==> config.mk <==
export PLATFORM = sky130hd
export DESIGN_NAME = rvfi_checker_top
export DESIGN_NICKNAME = d
export VERILOG_FILES = /design/src/rvfi_chk_pkg.sv /design/src/rvfi_trace_if.sv /design/src/rvfi_checker_top.sv /design/src/rvfi_violation_log.sv /design/src/rvfi_rule_check.sv /design/src/rvfi_trace_decode.sv
export SDC_FILE = /design/constraint.sdc
export NUM_CORES = 1
export LEC_CHECK = 0
export BUFFER_PORTS_ARGS = -buffer_cell sky130_fd_sc_hd__buf_4
export CORE_MARGIN = 5
export CORE_UTILIZATION = 50
export CTS_BUF_LIST = sky130_fd_sc_hd__clkbuf_4 sky130_fd_sc_hd__clkbuf_8
export CTS_CLUSTER_DIAMETER = 100
export DETAILED_ROUTE_END_ITERATION = 16
export PLACE_DENSITY = 0.78
export SETUP_SLACK_MARGIN = 0.02
export SYNTH_ARGS = -nofsm -noshare
export SYNTH_HDL_FRONTEND = slang
export SYNTH_SLANG_ARGS = --single-unit
export TNS_END_PERCENT = 1
==> constraint.sdc <==
create_clock -name clk_i -period 6.55 [get_ports clk_i]
set_input_delay 0.9825 -clock clk_i [delete_from_list [all_inputs] [get_ports clk_i]]
set_output_delay 0.9825 -clock clk_i [all_outputs]
set_load 0.02 [all_outputs]
==> src/rvfi_chk_pkg.sv <==
////////////////////////////////////////////////////////////////////////////
// Vector types, trap word and dcsr field positions, debug and NMI cause
// codes, rule indices and the rule count of the retirement trace checker
////////////////////////////////////////////////////////////////////////////

package rvfi_chk_pkg;

  ////////////////////////////////////////////////////////////////////////////
  // Rule indices and vector types
  ////////////////////////////////////////////////////////////////////////////

  // Number of consistency rules with one violation bit and one count each
  localparam int unsigned NUM_RULES = 7;

  localparam int unsigned R_TRAP_INTR       = 0;
  localparam int unsigned R_TRAP_DBG        = 1;
  localparam int unsigned R_MCAUSE_ALIGN    = 2;
  localparam int unsigned R_DBG_CAUSE_ALIGN = 3;
  localparam int unsigned R_STEP_TRAP       = 4;
  localparam int unsigned R_DBG_ACK         = 5;
  localparam int unsigned R_NMI_HANDLER     = 6;

  // Data word as seen on mcause, dcsr, PC and the NMI address
  typedef logic [31:0] word_t;

  // Trap word of one retirement
  typedef logic [13:0] trap_t;

  typedef logic [5:0] exc_cause_t;
  typedef logic [2:0] dbg_cause_t;

  // One bit per rule
  typedef logic [NUM_RULES-1:0] rule_vec_t;

  // Saturating violation count of a single rule
  typedef logic [7:0] viol_cnt_t;

  ////////////////////////////////////////////////////////////////////////////
  // Field positions
  ////////////////////////////////////////////////////////////////////////////

  // Trap word layout with bits 13:12 left unchecked
  localparam int unsigned TRAP_BIT      = 0;
  localparam int unsigned EXC_BIT       = 1;
  localparam int unsigned DBG_BIT       = 2;
  localparam int unsigned EXC_CAUSE_LSB = 3;
  localparam int unsigned DBG_CAUSE_LSB = 9;

  // dcsr layout
  localparam int unsigned DCSR_STEP_BIT  = 2;
  localparam int unsigned DCSR_NMIP_BIT  = 3;
  localparam int unsigned DCSR_CAUSE_LSB = 6;

  ////////////////////////////////////////////////////////////////////////////
  // Cause codes
  ////////////////////////////////////////////////////////////////////////////

  // Debug cause reported for single stepping
  localparam dbg_cause_t DBG_CAUSE_STEP = 3'd4;

  // The two NMI causes in mcause[7:0] with the interrupt bit folded into bit 7
  localparam logic [7:0] INT_CAUSE_LOAD_FAULT  = 8'h80;
  localparam logic [7:0] INT_CAUSE_STORE_FAULT = 8'h81;

endpackage
==> src/rvfi_trace_if.sv <==
////////////////////////////////////////////////////////////////////////////
// Decoded retirement and armed-rule state carried from the trace
// decoder to the rule check
////////////////////////////////////////////////////////////////////////////

`timescale 1ns/10ps

interface rvfi_trace_if;

  // Current retirement passed through from the core
  logic                    ret_valid;
  rvfi_chk_pkg::trap_t     ret_trap;
  logic                    ret_intr;
  rvfi_chk_pkg::dbg_cause_t ret_dbg;
  logic [7:0]              ret_mcause_cause;
  rvfi_chk_pkg::dbg_cause_t ret_dcsr_cause;
  rvfi_chk_pkg::word_t     ret_pc;

  // Cause fields of the previous valid retirement
  rvfi_chk_pkg::exc_cause_t prev_exc_cause;
  rvfi_chk_pkg::dbg_cause_t prev_dbg_cause;

  // Rules armed by the previous retirement with the qualifiers already applied
  logic armed_trap_intr;
  logic armed_trap_dbg;
  logic armed_mcause;
  logic armed_step_ok;
  logic armed_nmi;

  // Expected NMI handler address and debug acknowledge bookkeeping
  rvfi_chk_pkg::word_t nmi_pc;
  logic                dbg_ack_pending;

  modport decode_mp (
    output ret_valid, ret_trap, ret_intr, ret_dbg, ret_mcause_cause,
    output ret_dcsr_cause, ret_pc, prev_exc_cause, prev_dbg_cause,
    output armed_trap_intr, armed_trap_dbg, armed_mcause, armed_step_ok,
    output armed_nmi, nmi_pc, dbg_ack_pending
  );

  modport check_mp (
    input ret_valid, ret_trap, ret_intr, ret_dbg, ret_mcause_cause,
    input ret_dcsr_cause, ret_pc, prev_exc_cause, prev_dbg_cause,
    input armed_trap_intr, armed_trap_dbg, armed_mcause, armed_step_ok,
    input armed_nmi, nmi_pc, dbg_ack_pending
  );

endinterface

==> src/rvfi_checker_top.sv <==
////////////////////////////////////////////////////////////////////////////
// Retirement trace checker top level connecting decode, rule check and log
////////////////////////////////////////////////////////////////////////////

`timescale 1ns/10ps

module rvfi_checker_top (
  input  logic                      clk_i,
  input  logic                      rst_ni,
  input  logic                      rvfi_valid_i,
  input  rvfi_chk_pkg::trap_t       rvfi_trap_i,
  input  logic                      rvfi_intr_i,
  input  rvfi_chk_pkg::dbg_cause_t  rvfi_dbg_i,
  input  rvfi_chk_pkg::word_t       rvfi_mcause_i,
  input  rvfi_chk_pkg::word_t       rvfi_dcsr_i,
  input  rvfi_chk_pkg::word_t       rvfi_pc_i,
  input  rvfi_chk_pkg::word_t       nmi_addr_i,
  input  logic                      debug_mode_i,
  input  logic                      pending_nmi_i,
  input  logic                      dbg_ack_i,
  output rvfi_chk_pkg::rule_vec_t   viol_o,
  output logic                      error_o,
  output rvfi_chk_pkg::viol_cnt_t [rvfi_chk_pkg::NUM_RULES-1:0] viol_cnt_o
);

  rvfi_chk_pkg::rule_vec_t viol_now;
  logic                    viol_strobe;

  // Decoded retirement and armed state between decode and check
  rvfi_trace_if trace_if ();

  rvfi_trace_decode u_decode (
    .clk_i         (clk_i),
    .rst_ni        (rst_ni),
    .rvfi_valid_i  (rvfi_valid_i),
    .rvfi_trap_i   (rvfi_trap_i),
    .rvfi_intr_i   (rvfi_intr_i),
    .rvfi_dbg_i    (rvfi_dbg_i),
    .rvfi_mcause_i (rvfi_mcause_i),
    .rvfi_dcsr_i   (rvfi_dcsr_i),
    .rvfi_pc_i     (rvfi_pc_i),
    .nmi_addr_i    (nmi_addr_i),
    .debug_mode_i  (debug_mode_i),
    .pending_nmi_i (pending_nmi_i),
    .dbg_ack_i     (dbg_ack_i),
    .trace_o       (trace_if.decode_mp)
  );

  rvfi_rule_check u_check (
    .trace_i       (trace_if.check_mp),
    .viol_now_o    (viol_now),
    .viol_strobe_o (viol_strobe)
  );

  rvfi_violation_log u_log (
    .clk_i         (clk_i),
    .rst_ni        (rst_ni),
    .viol_now_i    (viol_now),
    .viol_strobe_i (viol_strobe),
    .viol_o        (viol_o),
    .error_o       (error_o),
    .viol_cnt_o    (viol_cnt_o)
  );

endmodule

==> src/rvfi_violation_log.sv <==
////////////////////////////////////////////////////////////////////////////
// Violation log with registered violation pulses, per-rule saturating
// counts and the sticky error flag
////////////////////////////////////////////////////////////////////////////

`timescale 1ns/10ps

module rvfi_violation_log (
  input  logic                      clk_i,
  input  logic                      rst_ni,
  input  rvfi_chk_pkg::rule_vec_t   viol_now_i,
  input  logic                      viol_strobe_i,
  output rvfi_chk_pkg::rule_vec_t   viol_o,
  output logic                      error_o,
  output rvfi_chk_pkg::viol_cnt_t [rvfi_chk_pkg::NUM_RULES-1:0] viol_cnt_o
);

  rvfi_chk_pkg::rule_vec_t viol_q;
  logic                    error_q;

  rvfi_chk_pkg::viol_cnt_t [rvfi_chk_pkg::NUM_RULES-1:0] cnt_q;

  // Violation pulses appear one cycle after the offending retirement
  always_ff @(posedge clk_i or negedge rst_ni) begin
    if (!rst_ni) begin
      viol_q <= '0;
    end else begin
      viol_q <= viol_now_i;
    end
  end

  // Error flag stays set until the next reset
  always_ff @(posedge clk_i or negedge rst_ni) begin
    if (!rst_ni) begin
      error_q <= 1'b0;
    end else if (viol_strobe_i) begin
      error_q <= 1'b1;
    end
  end

  ////////////////////////////////////////////////////////////////////////////
  // Per-rule counts
  ////////////////////////////////////////////////////////////////////////////

  // Each count holds at 255 once it gets there
  always_ff @(posedge clk_i or negedge rst_ni) begin
    if (!rst_ni) begin
      cnt_q <= '0;
    end else begin
      for (int r = 0; r < rvfi_chk_pkg::NUM_RULES; r++) begin
        if (viol_now_i[r] && (cnt_q[r] != '1)) begin
          cnt_q[r] <= cnt_q[r] + 8'd1;
        end
      end
    end
  end

  assign viol_o     = viol_q;
  assign error_o    = error_q;
  assign viol_cnt_o = cnt_q;

endmodule

==> src/rvfi_rule_check.sv <==
////////////////////////////////////////////////////////////////////////////
// Combinational rule evaluation on each valid retirement that produces
// the violation vector and a strobe when any rule fails
////////////////////////////////////////////////////////////////////////////

`timescale 1ns/10ps

module rvfi_rule_check (
  rvfi_trace_if.check_mp            trace_i,
  output rvfi_chk_pkg::rule_vec_t   viol_now_o,
  output logic                      viol_strobe_o
);

  logic cur_exc;
  logic cur_dbg;
  logic mcause_match;
  logic nmi_cause_ok;
  logic nmi_entry_ok;

  rvfi_chk_pkg::dbg_cause_t  cur_dbg_cause;
  rvfi_chk_pkg::rule_vec_t   viol;

  ////////////////////////////////////////////////////////////////////////////
  // Helper terms
  ////////////////////////////////////////////////////////////////////////////

  assign cur_exc       = trace_i.ret_trap[rvfi_chk_pkg::EXC_BIT];
  assign cur_dbg       = trace_i.ret_trap[rvfi_chk_pkg::DBG_BIT];
  assign cur_dbg_cause = trace_i.ret_trap[rvfi_chk_pkg::DBG_CAUSE_LSB +: 3];

  // Low mcause bits must repeat the exception cause of the trap
  assign mcause_match = (trace_i.ret_mcause_cause[5:0] == trace_i.prev_exc_cause);

  // An NMI reports either a load or a store bus fault
  assign nmi_cause_ok =
    (trace_i.ret_mcause_cause == rvfi_chk_pkg::INT_CAUSE_LOAD_FAULT) ||
    (trace_i.ret_mcause_cause == rvfi_chk_pkg::INT_CAUSE_STORE_FAULT);

  assign nmi_entry_ok = trace_i.ret_intr && (trace_i.ret_pc == trace_i.nmi_pc) &&
                        nmi_cause_ok;

  ////////////////////////////////////////////////////////////////////////////
  // Rule evaluation
  ////////////////////////////////////////////////////////////////////////////

  always_comb begin
    viol = '0;

    // Any trap is followed by a retirement flagged as interrupt entry
    viol[rvfi_chk_pkg::R_TRAP_INTR] = trace_i.armed_trap_intr && !trace_i.ret_intr;

    // A debug trap is followed by debug entry
    viol[rvfi_chk_pkg::R_TRAP_DBG] = trace_i.armed_trap_dbg && (trace_i.ret_dbg == '0);

    viol[rvfi_chk_pkg::R_MCAUSE_ALIGN] =
      trace_i.armed_mcause && !(trace_i.ret_intr && mcause_match);

    // Debug entry repeats the cause of the debug trap. After an exception
    // under single step, dcsr.cause must also report stepping
    viol[rvfi_chk_pkg::R_DBG_CAUSE_ALIGN] =
      (trace_i.armed_trap_dbg && (trace_i.ret_dbg != trace_i.prev_dbg_cause)) ||
      (trace_i.armed_step_ok && (trace_i.ret_dcsr_cause != rvfi_chk_pkg::DBG_CAUSE_STEP));

    // Checked within the retirement itself without any armed state
    viol[rvfi_chk_pkg::R_STEP_TRAP] =
      cur_exc && cur_dbg && (cur_dbg_cause != rvfi_chk_pkg::DBG_CAUSE_STEP);

    // Debug entry without an acknowledge from the core
    viol[rvfi_chk_pkg::R_DBG_ACK] = (trace_i.ret_dbg != '0) && !trace_i.dbg_ack_pending;

    viol[rvfi_chk_pkg::R_NMI_HANDLER] = trace_i.armed_nmi && !nmi_entry_ok;

    // Only a valid retirement is judged
    if (!trace_i.ret_valid) begin
      viol = '0;
    end
  end

  assign viol_now_o    = viol;
  assign viol_strobe_o = |viol;

endmodule

==> src/rvfi_trace_decode.sv <==
////////////////////////////////////////////////////////////////////////////
// Retirement trace decoder that unpacks the trap word, keeps the previous
// trap word, arms the follow-up rules, tracks their qualifiers and
// counts outstanding debug acknowledges
////////////////////////////////////////////////////////////////////////////

`timescale 1ns/10ps

module rvfi_trace_decode (
  input  logic                       clk_i,
  input  logic                       rst_ni,
  input  logic                       rvfi_valid_i,
  input  rvfi_chk_pkg::trap_t        rvfi_trap_i,
  input  logic                       rvfi_intr_i,
  input  rvfi_chk_pkg::dbg_cause_t   rvfi_dbg_i,
  input  rvfi_chk_pkg::word_t        rvfi_mcause_i,
  input  rvfi_chk_pkg::word_t        rvfi_dcsr_i,
  input  rvfi_chk_pkg::word_t        rvfi_pc_i,
  input  rvfi_chk_pkg::word_t        nmi_addr_i,
  input  logic                       debug_mode_i,
  input  logic                       pending_nmi_i,
  input  logic                       dbg_ack_i,
  rvfi_trace_if.decode_mp            trace_o
);

  rvfi_chk_pkg::trap_t trap_q;
  rvfi_chk_pkg::word_t nmi_addr_q;

  logic trap_intr_q;
  logic trap_dbg_q;
  logic mcause_q;
  logic step_q;
  logic nmi_q;

  logic       no_debug;
  logic       mcause_qual;
  logic       nmi_qual;
  logic       dbg_ret;
  logic [1:0] ack_cnt_q;

  ////////////////////////////////////////////////////////////////////////////
  // Qualifiers
  ////////////////////////////////////////////////////////////////////////////

  // Single stepping or debug mode means no debug activity may be assumed
  assign no_debug = !(rvfi_dcsr_i[rvfi_chk_pkg::DCSR_STEP_BIT] || debug_mode_i);

  // mcause may be rewritten by an NMI between two retirements
  assign mcause_qual = no_debug && !pending_nmi_i;

  // The NMI address must match its value of the previous cycle
  assign nmi_qual = no_debug && (nmi_addr_i == nmi_addr_q);

  // Last cycle's NMI address
  always_ff @(posedge clk_i or negedge rst_ni) begin
    if (!rst_ni) begin
      nmi_addr_q <= '0;
    end else begin
      nmi_addr_q <= nmi_addr_i;
    end
  end

  ////////////////////////////////////////////////////////////////////////////
  // Armed rule state
  ////////////////////////////////////////////////////////////////////////////

  // A valid retirement re-arms every flag from its own trap word and dcsr.
  // Between retirements a flag whose qualifier breaks is dropped
  always_ff @(posedge clk_i or negedge rst_ni) begin
    if (!rst_ni) begin
      trap_q      <= '0;
      trap_intr_q <= 1'b0;
      trap_dbg_q  <= 1'b0;
      mcause_q    <= 1'b0;
      step_q      <= 1'b0;
      nmi_q       <= 1'b0;
    end else if (rvfi_valid_i) begin
      trap_q      <= rvfi_trap_i;
      trap_intr_q <= rvfi_trap_i[rvfi_chk_pkg::TRAP_BIT] && no_debug;
      trap_dbg_q  <= rvfi_trap_i[rvfi_chk_pkg::DBG_BIT];
      mcause_q    <= rvfi_trap_i[rvfi_chk_pkg::EXC_BIT] && mcause_qual;
      // Exception taken while single stepping
      step_q      <= rvfi_trap_i[rvfi_chk_pkg::EXC_BIT] &&
                     rvfi_trap_i[rvfi_chk_pkg::DBG_BIT];
      nmi_q       <= rvfi_dcsr_i[rvfi_chk_pkg::DCSR_NMIP_BIT] && nmi_qual;
    end else begin
      trap_intr_q <= trap_intr_q && no_debug;
      mcause_q    <= mcause_q && mcause_qual;
      nmi_q       <= nmi_q && nmi_qual;
    end
  end

  ////////////////////////////////////////////////////////////////////////////
  // Outstanding debug acknowledges
  ////////////////////////////////////////////////////////////////////////////

  assign dbg_ret = rvfi_valid_i && (rvfi_dbg_i != '0);

  // Ack and debug retirement in the same cycle cancel each other out
  always_ff @(posedge clk_i or negedge rst_ni) begin
    if (!rst_ni) begin
      ack_cnt_q <= 2'd0;
    end else if (dbg_ack_i && !dbg_ret && (ack_cnt_q != 2'd3)) begin
      ack_cnt_q <= ack_cnt_q + 2'd1;
    end else if (dbg_ret && !dbg_ack_i && (ack_cnt_q != 2'd0)) begin
      ack_cnt_q <= ack_cnt_q - 2'd1;
    end
  end

  ////////////////////////////////////////////////////////////////////////////
  // Interface outputs
  ////////////////////////////////////////////////////////////////////////////

  assign trace_o.ret_valid        = rvfi_valid_i;
  assign trace_o.ret_trap         = rvfi_trap_i;
  assign trace_o.ret_intr         = rvfi_intr_i;
  assign trace_o.ret_dbg          = rvfi_dbg_i;
  assign trace_o.ret_mcause_cause = rvfi_mcause_i[7:0];
  assign trace_o.ret_dcsr_cause   = rvfi_dcsr_i[rvfi_chk_pkg::DCSR_CAUSE_LSB +: 3];
  assign trace_o.ret_pc           = rvfi_pc_i;

  assign trace_o.prev_exc_cause = trap_q[rvfi_chk_pkg::EXC_CAUSE_LSB +: 6];
  assign trace_o.prev_dbg_cause = trap_q[rvfi_chk_pkg::DBG_CAUSE_LSB +: 3];

  // The qualifiers must still hold on the checked retirement itself
  assign trace_o.armed_trap_intr = trap_intr_q && no_debug;
  assign trace_o.armed_trap_dbg  = trap_dbg_q;
  assign trace_o.armed_mcause    = mcause_q && mcause_qual;
  assign trace_o.armed_step_ok   = step_q;
  assign trace_o.armed_nmi       = nmi_q && nmi_qual;

  // NMI handler entry is word aligned
  assign trace_o.nmi_pc          = {nmi_addr_i[31:2], 2'b00};
  assign trace_o.dbg_ack_pending = (ack_cnt_q != 2'd0);

endmodule

Yosys cells after proc, flatten, opt, wreduce, memory -nomap -nowiden. Index checks and enable logic that the tools add are counted.

$add $sub $neg: 9. Eq/ne operators: 16. Muxes and demuxes: 6. Reductions and logical operators: 48.

Operators by type and width (count): equality test 32 bit (2); adder 8 x 1 -> 8 bit (second input constant) (7); != test 8 bit (second input constant) (7); logical AND 1 bit (32); equality test 8 bit (second input constant) (2); zero test 1 bit (8); two-way mux 7 bit (1); OR reduction 7 bit (1); equality test 6 bit (1); != test 3 bit (second input constant) (2); two-way mux 2 bit (2); nonzero test 2 bit (2); zero test 3 bit (1); logical OR 1 bit (3); two-way mux 1 bit (3); != test 3 bit (1); nonzero test 3 bit (1); adder 2 x 1 -> 2 bit (second input constant) (1); != test 2 bit (second input constant) (1); subtractor 2 x 1 -> 2 bit (second input constant) (1).

Flip-flop bits (word level): 115. Input port bits: 152. Output and inout port bits: 64. Word-level logic and storage cells: 96.

Longest topological paths before layout. Gate-level depths: netlist of the first run.

Depth after elaboration: 7. Gate-level depth with buffers: 7. Depth with buffers taken out: 7.

Cells and area by module. From an unflattened synthesis of the first run, not the netlist that was laid out.

Cells, all modules: 568. Area total of the unflattened synthesis: 6177.2 um2.

Modules (own cells, without submodules): rvfi_violation_log (instances 1, cells each 255, area each 2999.1 um2, seq. area each 1601.5 um2); rvfi_trace_decode (instances 1, cells each 239, area each 2607.5 um2, seq. area each 1201.2 um2); rvfi_rule_check (instances 1, cells each 74, area each 570.5 um2, seq. area each 0.0 um2).

Worst setup path after synthesis of the first run. No wires, ideal clock.

Kind: input-to-reg. From: input nmi_addr_i[20]. To: register u_log.cnt_q, in the netlist u_log.viol_cnt_o[49]. Library setup time: 0.128 ns. Arrival: 3.043 ns. Data required time: 6.422 ns. Path slack: 3.379 ns. Stages: 7. Path buffers: 1. Cells stage by stage: nor2b_4 or4_1 or4_1 or2_1 buf_2 nor4_4 mux2_1.

Cells in the longest elaborated chain, start to end: 7. Elaborated cells on any way between the ends: 10. Those cells by class: eq/ne: 2; mux: 1; reduce/logical: 7.

Ends and longest elaborated chain: from (decl) (RTL line rvfi_checker_top.sv:17) `input rvfi_chk_pkg::word_t nmi_addr_i,`; equality test 32 bit (RTL line rvfi_rule_check.sv:39) `assign nmi_entry_ok = trace_i.ret_intr && (trace_i.ret_pc == trace_i.nmi_pc) &&`; logical AND 1 bit (2 in series) (RTL line rvfi_rule_check.sv:39); zero test 1 bit (RTL line rvfi_rule_check.sv:71) `viol[rvfi_chk_pkg::R_NMI_HANDLER] = trace_i.armed_nmi && !nmi_entry_ok;`; logical AND 1 bit * (RTL line rvfi_rule_check.sv:71); two-way mux 7 bit * (RTL line rvfi_rule_check.sv:74) `if (!trace_i.ret_valid) begin`; logical AND 1 bit * (RTL line rvfi_violation_log.sv:51) `if (viol_now_i[r] && (cnt_q[r] != '1)) begin`; to (signal, indexed assignment) (RTL line rvfi_violation_log.sv:52) `cnt_q[r] <= cnt_q[r] + 8'd1;`; to (decl) (RTL line rvfi_violation_log.sv:21) `rvfi_chk_pkg::viol_cnt_t [rvfi_chk_pkg::NUM_RULES-1:0] cnt_q;`.

Mark *: on every way between the ends. The rest lies on a longest branch, timed or not. A chain may end at the register's enable or synchronous reset.

Worst setup path in the final report of the first run. Same ends and word-level chain as after synthesis.

==> metrics, run 1 <==
Mapped Nets=~630; Max-Cap Viols=0; fin nets=797; final setup violation count=0; Slew HR=32.32%; Sw Share=31.34%; Post-Synth Simple-Gate Area=19.22%; Diodes inserted=0; Setup crit start=nmi_addr_i[20]; initial antenna violation count=0; Slew Viols, Final=0; Ys Warns=0; Synth Area in XOR/XNOR=18.96%; sequential share of the synthesized area=between 50% and 60%; Final Wtd Congestion=between 0.9 and 1; Seq cells post-synth=112; all-layer global routing usage=19.41%; 1st-iter DRT viols=227; EDFF count, synth=0; min Tclk post-route=3.093 ns; die height=about 110 um; CP endpoint kind=register; Yosys cell types=48; Startpoint Class=input port; I/O pins=216; period utilization=~47%; Most used DFF post-synth=dfrtp_1; die width=approximately 110 um; Hold Path Class=register to register; Clk pin slew, worst setup/hold paths=0.10 ns; share of post-route cells with drive strength above 1=31.26%; IO Port Bufs=162; routed wire length=12.55 mm; clock sink count=112; Clock Power Share=24.2%; Core Area=10370 um^2; Power Internal=1.102 mW; Net Sw Power=0.5030 mW; Hold Path Origin=u_log.viol_cnt_o[53]; main combinational cell family by area after synthesis=simple AND/OR/NAND/NOR gates; cell count after synthesis=470; vias per cell=between 5 and 6; CP Data Required Time=6.80 ns; Max rail drop VDD=about 0.15 mV; Initial Util=51.68%; global-route wire length before repair=20.08 mm; cts hold-fix bufs=0; DP Cell Count=763; final hold vios=0; Fmax=about 320 MHz; DP HPWL=just over 10 mm; via count=4157; Pwr Density=232.2 nW/um^2; critical path class=input port to register; largest net degree at the start of global routing=64; remaining antenna violation count=0; Mapped Avg Cell Area=around 11 um^2; CP max FO=6; TritonCTS clock tree=yes; Final Instance Count excl. Fillers=779; Overflow after GRT=0; Mapped Area=5359 um^2; slew of the pin with the lowest slew margin=1.007 ns; die footprint=12890 um^2; # rows=37; Flop pwr share=52.1%; Critical R2R Launch=u_decode.nmi_addr_q[5]; Combinational Power Share=23.7%; Compound-Gate Fraction of Synth Area=2.545%; routed len/inst=around 16 um; DRT Pass-1 Iters=4; Adder-Cell Fraction of Synth Area=1.634%; Worst Path Arrival=approximately 3.3 ns; CTS buffer count=9; status=completed; Area Growth Syn to Fin=29.00%; Clock Latency Late Sink=0.37 ns; RSZ-0062 raised after global routing=false; CTS Buffer Depth=2; drc violations=0; Root Buffer=clkbuf_8; multiplexer share of the synthesized area=4.133%; cts repair resizes=0; Async SR Flop Fraction=100.0%; H-tree depth=3; vias in the first global route=4146; leakage power=3.248 nW; setup repair bufs after CTS=0; Layout Skew=0.01569 ns; setup_tns=0 ns
-- worst max-delay path, stage by stage --
cell     delay [ns]
buf_4          0.13
nor2b_4        0.12
or4_1          0.52
or4_1          0.54
or2_1          0.36
nor4_4         0.33
mux2_1         0.36
-- power by group through the flow --
stage	clock (mW)	sequential, mW	combinational, mW
CTS	0.403	0.836	0.385
global placement	0	0.845	0.374
floorplan	0	0.897	0.137
finish	0.389	0.836	0.380
detailed placement	0	0.850	0.383
global route	0.429	0.850	0.415
-- flip-flops by register name, indices dropped and copies added, names as in the netlist --
signal / flops
u_decode.mcause_q: 1
u_decode.trap_q: 10
u_decode.trap_intr_q: 1
u_decode.nmi_q: 1
u_decode.trace_o.armed_step_ok: 1
u_log.viol_cnt_o: 56
u_log.viol_o: 7
u_decode.nmi_addr_q: 32
u_decode.ack_cnt_q: 2
u_log.error_o: 1
-- per-stage QoR --
step / area (um^2) / hold WS [ns] / worst slack [ns] / utilization, % / total power [mW]
3_5_place_dp: 6729 / 0.4819 / 3.063 / 64.89 / 1.233
3_3_place_gp: 6729 / 0.4745 / 3.119 / 64.89 / 1.219
4_1_cts: 6913 / 0.4965 / 3.461 / 66.66 / 1.624
5_1_grt: 6913 / 0.5277 / 3.380 / 66.66 / 1.694
2_1_floorplan: 5359 / 0.4543 / 3.379 / - / 1.034
6_report: 6913 / 0.4931 / 3.457 / 66.66 / 1.605
-- area by class of cell --
type	count	area, um^2
fill	816	3457
sequential	112	2803
multi-input combinational	341	2491
timing repair buffer	163	1224
tap	136	170.2
clock buffer	11	145.1
inverter	11	41.29
clock inverter	5	38.79
-- cell families after synthesis --
group,count (synthesis)
buffers and inverters,17
AND/OR/NAND/NOR,178
AO/OA/AOI/OAI,20
flip-flops,112
adder cells (fa/ha/maj),7
multiplexers,20
XOR/XNOR,116
-- routing by layer --
layer / up-vias / wire length (um) / GRT usage [%]
li1: 2006 / - / -
met1: 1999 / 5364 / 25.98
met2: 136 / 6266 / 32.47
met3: 16 / 744 / 3.660
met4: 0 / 170 / 5.288
met5: - / 0 / 0
-- synthesized netlist by cell type (all sizes together), types with 2 or more instances --
library cell | n | share of area [%]
dfrtp | 112 | 52
xor2 | 66 | 11
xnor2 | 50 | 8.2
nand2 | 29 | 2.0
nor2 | 29 | 2.0
nand4 | 27 | 3.2
nor4 | 24 | 3.2
mux2 | 17 | 3.6
nand3 | 16 | 1.5
inv | 11 | 0.77
or4 | 8 | 1.1
and3 | 7 | 0.82
ha | 7 | 1.6
nor3 | 6 | 0.56
o21a | 6 | 0.84
nor2b | 5 | 0.72
or3 | 5 | 0.58
a21oi | 4 | 0.37
clkbuf | 4 | 0.28
nor4b | 4 | 0.77
and4 | 3 | 0.49
mux2i | 3 | 0.56
nand4b | 3 | 0.49
o21ai | 3 | 0.28
and2b | 2 | 0.30
and4b | 2 | 0.37
buf | 2 | 0.16
nand2b | 2 | 0.23
or2 | 2 | 0.23
-- final timing paths --
check	slack, ns	cells after the start	endpoint
setup / recovery	3.46	7	u_log.viol_cnt_o[49]
hold / removal	0.49	1	u_log.viol_cnt_o[53]
setup reg to reg	3.82	6	u_log.viol_cnt_o[49]
hold reg to reg	0.49	1	u_log.viol_cnt_o[53]
max in group asynchronous	4.74	2	u_decode.mcause_q
min in group asynchronous	0.62	1	u_log.viol_cnt_o[3]
-- placed cells by master (no fill, tap or decap), drive strengths merged, types with 2 or more instances in the layout --
master  count
nand4      27
o21a        6
dfrtp     112
a21oi       4
buf       163
or2         2
or4         8
nor4       24
clkinv      2
o21ai       3
and3        7
ha          7
nand2b      2
mux2i       3
nor4b       4
nor3        6
inv        13
and4b       2
xnor2      50
mux2       17
xor2       66
and4        3
nor2       29
or3         5
nand2      29
clkbuf     11
nand3      16
nor2b       5
and2b       2
nand4b      3
Note: power is estimated with default switching activity, not from simulation.
==> run 2: changes to the inputs <==
- clock period: 6.55 -> 3.18 ns (I/O delays scaled with it)
==> metrics, run 2 (synthesis gave the netlist of run 1 again) <==
die height=113.5 um; Clk pin slew, worst setup/hold paths=0.10 ns; all-layer global routing usage=19.89%; die footprint=12890 um^2; post-route cell area=6933 um^2; drc violations=0; Power Internal=approximately 2.3 mW; placed cell areas=6749 um^2; met1 usage=between 20 and 30%; Max rail drop VDD=0.3007 mV; clock sink count=112; final setup violation count=0; Fmax=approximately 370 MHz; share of post-route cells with drive strength above 1=31.37%; Startpoint Class=register; # rows=37; slew of the pin with the lowest slew margin=0.8870 ns; Hold Path Class=input port to asynchronous set/reset pin; CTS Buffer Depth=2; Slew HR=between 40% and 50%; status=completed; commonest cells after routing, fill and taps aside=163 x buf_4, 112 x dfrtp_1, 66 x xor2_1, 50 x xnor2_1; Multi-input gate area=2491 um^2; setup_tns=0 ns; cts hold-fix bufs=0; Root Buffer=clkbuf_8; min Tclk post-route=2.736 ns; routed wire length=12.66 mm; Net Sw Power=1.041 mW; Core Area=10370 um^2; Diodes inserted=0; Flop pwr share=roughly 52%; cts repair resizes=0; # fillers=822; register area=around 2800 um^2; final hold vios=0; busiest grt layer=met2; Layout Skew=0.01935 ns; CTS buffer count=9; critical path class=register to register; CP max FO=6; Overflow after GRT=0; via count=roughly 4100; fin nets=798; Slew Viols, Final=0; DP HPWL=10.11 mm; global-route wire length before repair=between 20 and 25 mm; H-tree depth=3; Area Growth Syn to Fin=29.37%; RSZ-0062 raised after global routing=false; Sw Share=31.43%; commonest non-fill, non-tap cell in the layout=buf_4; period utilization=86.04%; largest net degree at the start of global routing=approximately 70; CP Data Required Time=roughly 3.4 ns; reg-to-reg setup timing slack=around 0.44 ns; IO Port Bufs=162; global routing usage on met2=33.22%; vias per cell=5.291; initial antenna violation count=0; Critical R2R Launch=u_decode.nmi_addr_q[5]; CP endpoint kind=register; Clock Power Share=~24%; I/O pins=about 220; remaining antenna violation count=0; setup repair bufs after CTS=0; Pwr Density=~480 nW/um^2; met3 usage=3.236%; Initial Util=51.68%; 1st-iter DRT viols=roughly 230; routed len/inst=16.23 um; Clock Latency Late Sink=0.37 ns; vias in the first global route=4320; Final Wtd Congestion=0.8908; Max-Cap Viols=0; leakage power=3.258 nW; max reg flops=56; TritonCTS clock tree=yes; Combinational Power Share=23.6%; worst reg2reg endpoint=u_log.viol_cnt_o[49]; Worst Path Arrival=between 2 and 3 ns; die width=113.5 um; DRT Pass-1 Iters=4; Worst R2R Path Depth=6
==> run 2: cell count changes in the layout (fill, tap and decap cells not counted), sizes merged <==
cell  previous run  this run
buf            163       164
==> run 2: worst max-delay path, stage by stage (launching register included) <==
cell and delay, ns:
dfrtp_1 0.39, nor2b_1 0.15, or4_1 0.51, or4_1 0.54, or2_1 0.35, nor4_4 0.33, mux2_1 0.36
==> run 2: worst max path at each step <==
stage | start | endpoint | slack, ns
after global placement | nmi_addr_i[20] | u_log.viol_cnt_o[49] | 0.26
after CTS | u_decode.nmi_addr_q[5] | u_log.viol_cnt_o[49] | 0.44
after floorplan | nmi_addr_i[20] | u_log.viol_cnt_o[49] | 0.51
final | u_decode.nmi_addr_q[5] | u_log.viol_cnt_o[49] | 0.44
after global routing | u_decode.nmi_addr_q[5] | u_log.viol_cnt_o[49] | 0.35
after detailed placement | nmi_addr_i[20] | u_log.viol_cnt_o[49] | 0.21
==> run 2: area by class of cell <==
cell class / instances / share of cell area [%]
inverter: 11 / 0.5956
multi-input combinational: 341 / 35.93
tap: 136 / 2.454
timing repair buffer: 164 / 17.94
clock buffer: 11 / 2.093
sequential: 112 / 40.43
clock inverter: 5 / 0.5595
==> run 2: power by group through the flow <==
stage          registers, mW  logic, mW  clock network (mW)
2_1_floorplan           1.85      0.282                   0
3_3_place_gp            1.74      0.772                   0
3_5_place_dp            1.75      0.791                   0
4_1_cts                 1.72      0.794               0.823
5_1_grt                 1.75      0.853               0.882
6_report                1.73      0.783               0.805
==> run 2: layer usage <==
| layer | wire length, um | up-vias |
|---|---|---|
| li1 | - | 1996 |
| met1 | 5417 | 1972 |
| met2 | 6203 | 145 |
| met3 | 876 | 14 |
| met4 | 159 | 0 |
| met5 | 0 | - |
==> run 2: metrics by stage <==
step                      hold WS, ns  instances  utilization [%]  total power [mW]  setup slack [ns]
after CTS                      0.2192        780            66.86             3.340            0.4415
after detailed placement       0.4829        764            65.08             2.543            0.2096
final                          0.2268        780            66.86             3.313            0.4440
after global placement         0.4761        764            65.08             2.514            0.2644
after global routing           0.2257        780            66.86             3.488            0.3468
after floorplan                0.1814        470                -             2.130            0.5149
==> run 3: changes to the inputs <==
- RECOVER_POWER: not set -> 25
- SETUP_SLACK_MARGIN: 0.02 -> not set
- TNS_END_PERCENT: 1 -> not set
==> metrics, run 3 (synthesis gave the netlist of run 1 again) <==
drc violations=0; final hold vios=0; die footprint=approximately 13000 um^2; CP endpoint kind=register; Flop pwr share=between 50% and 60%; RSZ-0062 raised after global routing=false; fin nets=798; H-tree depth=3; critical path class=register to register; Clock Latency Late Sink=~0.36 ns; CP Data Required Time=between 3 and 4 ns; cts hold-fix bufs=0; final setup violation count=0; setup repair bufs after CTS=0; # rows=37; 1st-iter DRT viols=234; Slew Viols, Final=71; Clock Power Share=about a quarter; Diodes inserted=0; # fillers=about 860; violated checks=capacitance limit, slew limit; Area Growth Syn to Fin=27.01%; max reg flops=56; Startpoint Class=register; min Tclk post-route=roughly 2.7 ns; Max-Cap Viols=1; CP max FO=6; CTS Buffer Depth=2; slew of the pin with the lowest slew margin=between 1.5 and 2 ns; Initial Util=51.68%; DP HPWL=10.11 mm; clock sink count=112; vias per cell=5.259; DRT Pass-1 Iters=4; largest net degree at the start of global routing=72; Layout Skew=0.01679 ns; cts repair resizes=0; Combinational Power Share=23.2%; Max rail drop VDD=just over 0.3 mV; setup_tns=0 ns; Slew HR=-18.22%; CTS buffer count=9; Power Internal=2.254 mW; Fmax=365.0 MHz; Min Hold Slack=around 0.25 ns; routed len/inst=16.30 um; status=complete, but fails checks; remaining antenna violation count=0; die height=113.5 um; leakage power=approximately 3.1 nW; global-route wire length before repair=20.80 mm; Worst Path Arrival=~3.0 ns; vias in the first global route=4320; die width=113.5 um; IO Port Bufs=~160; period utilization=86.17%; Net Sw Power=1.040 mW; Pwr Density=484.0 nW/um^2; share of post-route cells with drive strength above 1=26.24%; Core Area=10370 um^2; Overflow after GRT=0; Clk pin slew, worst setup/hold paths=roughly 0.10 ns; I/O pins=216; Hold Path Class=input port to register; all-layer global routing usage=19.89%; commonest cells after routing, fill and taps aside=129 x buf_4, 112 x dfrtp_1, 66 x xor2_1, 50 x xnor2_1, 33 x clkbuf_1; Final Wtd Congestion=0.8908; initial antenna violation count=0; via count=4102; TritonCTS clock tree=yes; routed wire length=12.71 mm; Root Buffer=clkbuf_8; commonest non-fill, non-tap cell in the layout=buf_4; Sw Share=31.58%
## run 3: changes by cell type in the layout (fill, tap and decap cells not counted)
cell      change
buf_4        -34
clkbuf_1     +33
clkbuf_2      +1
## run 3: worst max-delay path, cell delays in order, from the launching register on
cell and delay, ns:
dfrtp_1 0.39, nor2b_1 0.15, or4_1 0.51, or4_1 0.54, or2_1 0.35, nor4_4 0.33
mux2_1 0.36
## run 3: worst paths after layout
check,startpoint,end,slack [ns],cells after the start
worst max-delay path,u_decode.nmi_addr_q[5],u_log.viol_cnt_o[49],0.44,6
worst min register to register,u_log.viol_cnt_o[5],u_log.viol_cnt_o[5],0.50,1
worst min-delay path,nmi_addr_i[1],u_decode.nmi_addr_q[1],0.25,1
max in group asynchronous,rst_ni,u_decode.nmi_addr_q[22],1.55,1
worst max register to register,u_decode.nmi_addr_q[5],u_log.viol_cnt_o[49],0.44,6
min in group asynchronous,rst_ni,u_log.viol_cnt_o[3],0.57,1
## run 3: per-layer routing
metal	up-vias	global-route usage, %	routed length [um]
met4	0	5.449	159
met5	-	0	0
met2	134	33.22	6214
met3	14	3.236	846
li1	1998	-	-
met1	1956	27.00	5494
## run 3: through the flow
step	power (mW)	instances	util, %	cell area (um^2)	setup WS [ns]
global route	3.469	780	65.64	6807	0.3385
global placement	2.514	764	65.08	6749	0.2644
detailed placement	2.543	764	65.08	6749	0.2096
CTS	3.340	780	66.86	6933	0.4415
floorplan	2.130	470	-	5359	0.5149
finish	3.294	780	65.64	6807	0.4399
## run 3: area by class of cell
cell class	count	area, um^2	area share [%]
clock buffer	11	145.1	2.132
clock inverter	5	38.79	0.5699
inverter	11	41.29	0.6066
multi-input combinational	341	2491	36.60
sequential	112	2803	41.18
tap	136	170.2	2.500
timing repair buffer	164	1117	16.42
## run 3: power by group through the flow
| stage | Combinational [mW] | Clock, mW | Sequential (mW) |
|---|---|---|---|
| detailed placement | 0.791 | 0 | 1.75 |
| floorplan | 0.282 | 0 | 1.85 |
| CTS | 0.794 | 0.823 | 1.72 |
| finish | 0.764 | 0.804 | 1.73 |
| global placement | 0.772 | 0 | 1.74 |
| global route | 0.834 | 0.882 | 1.75 |
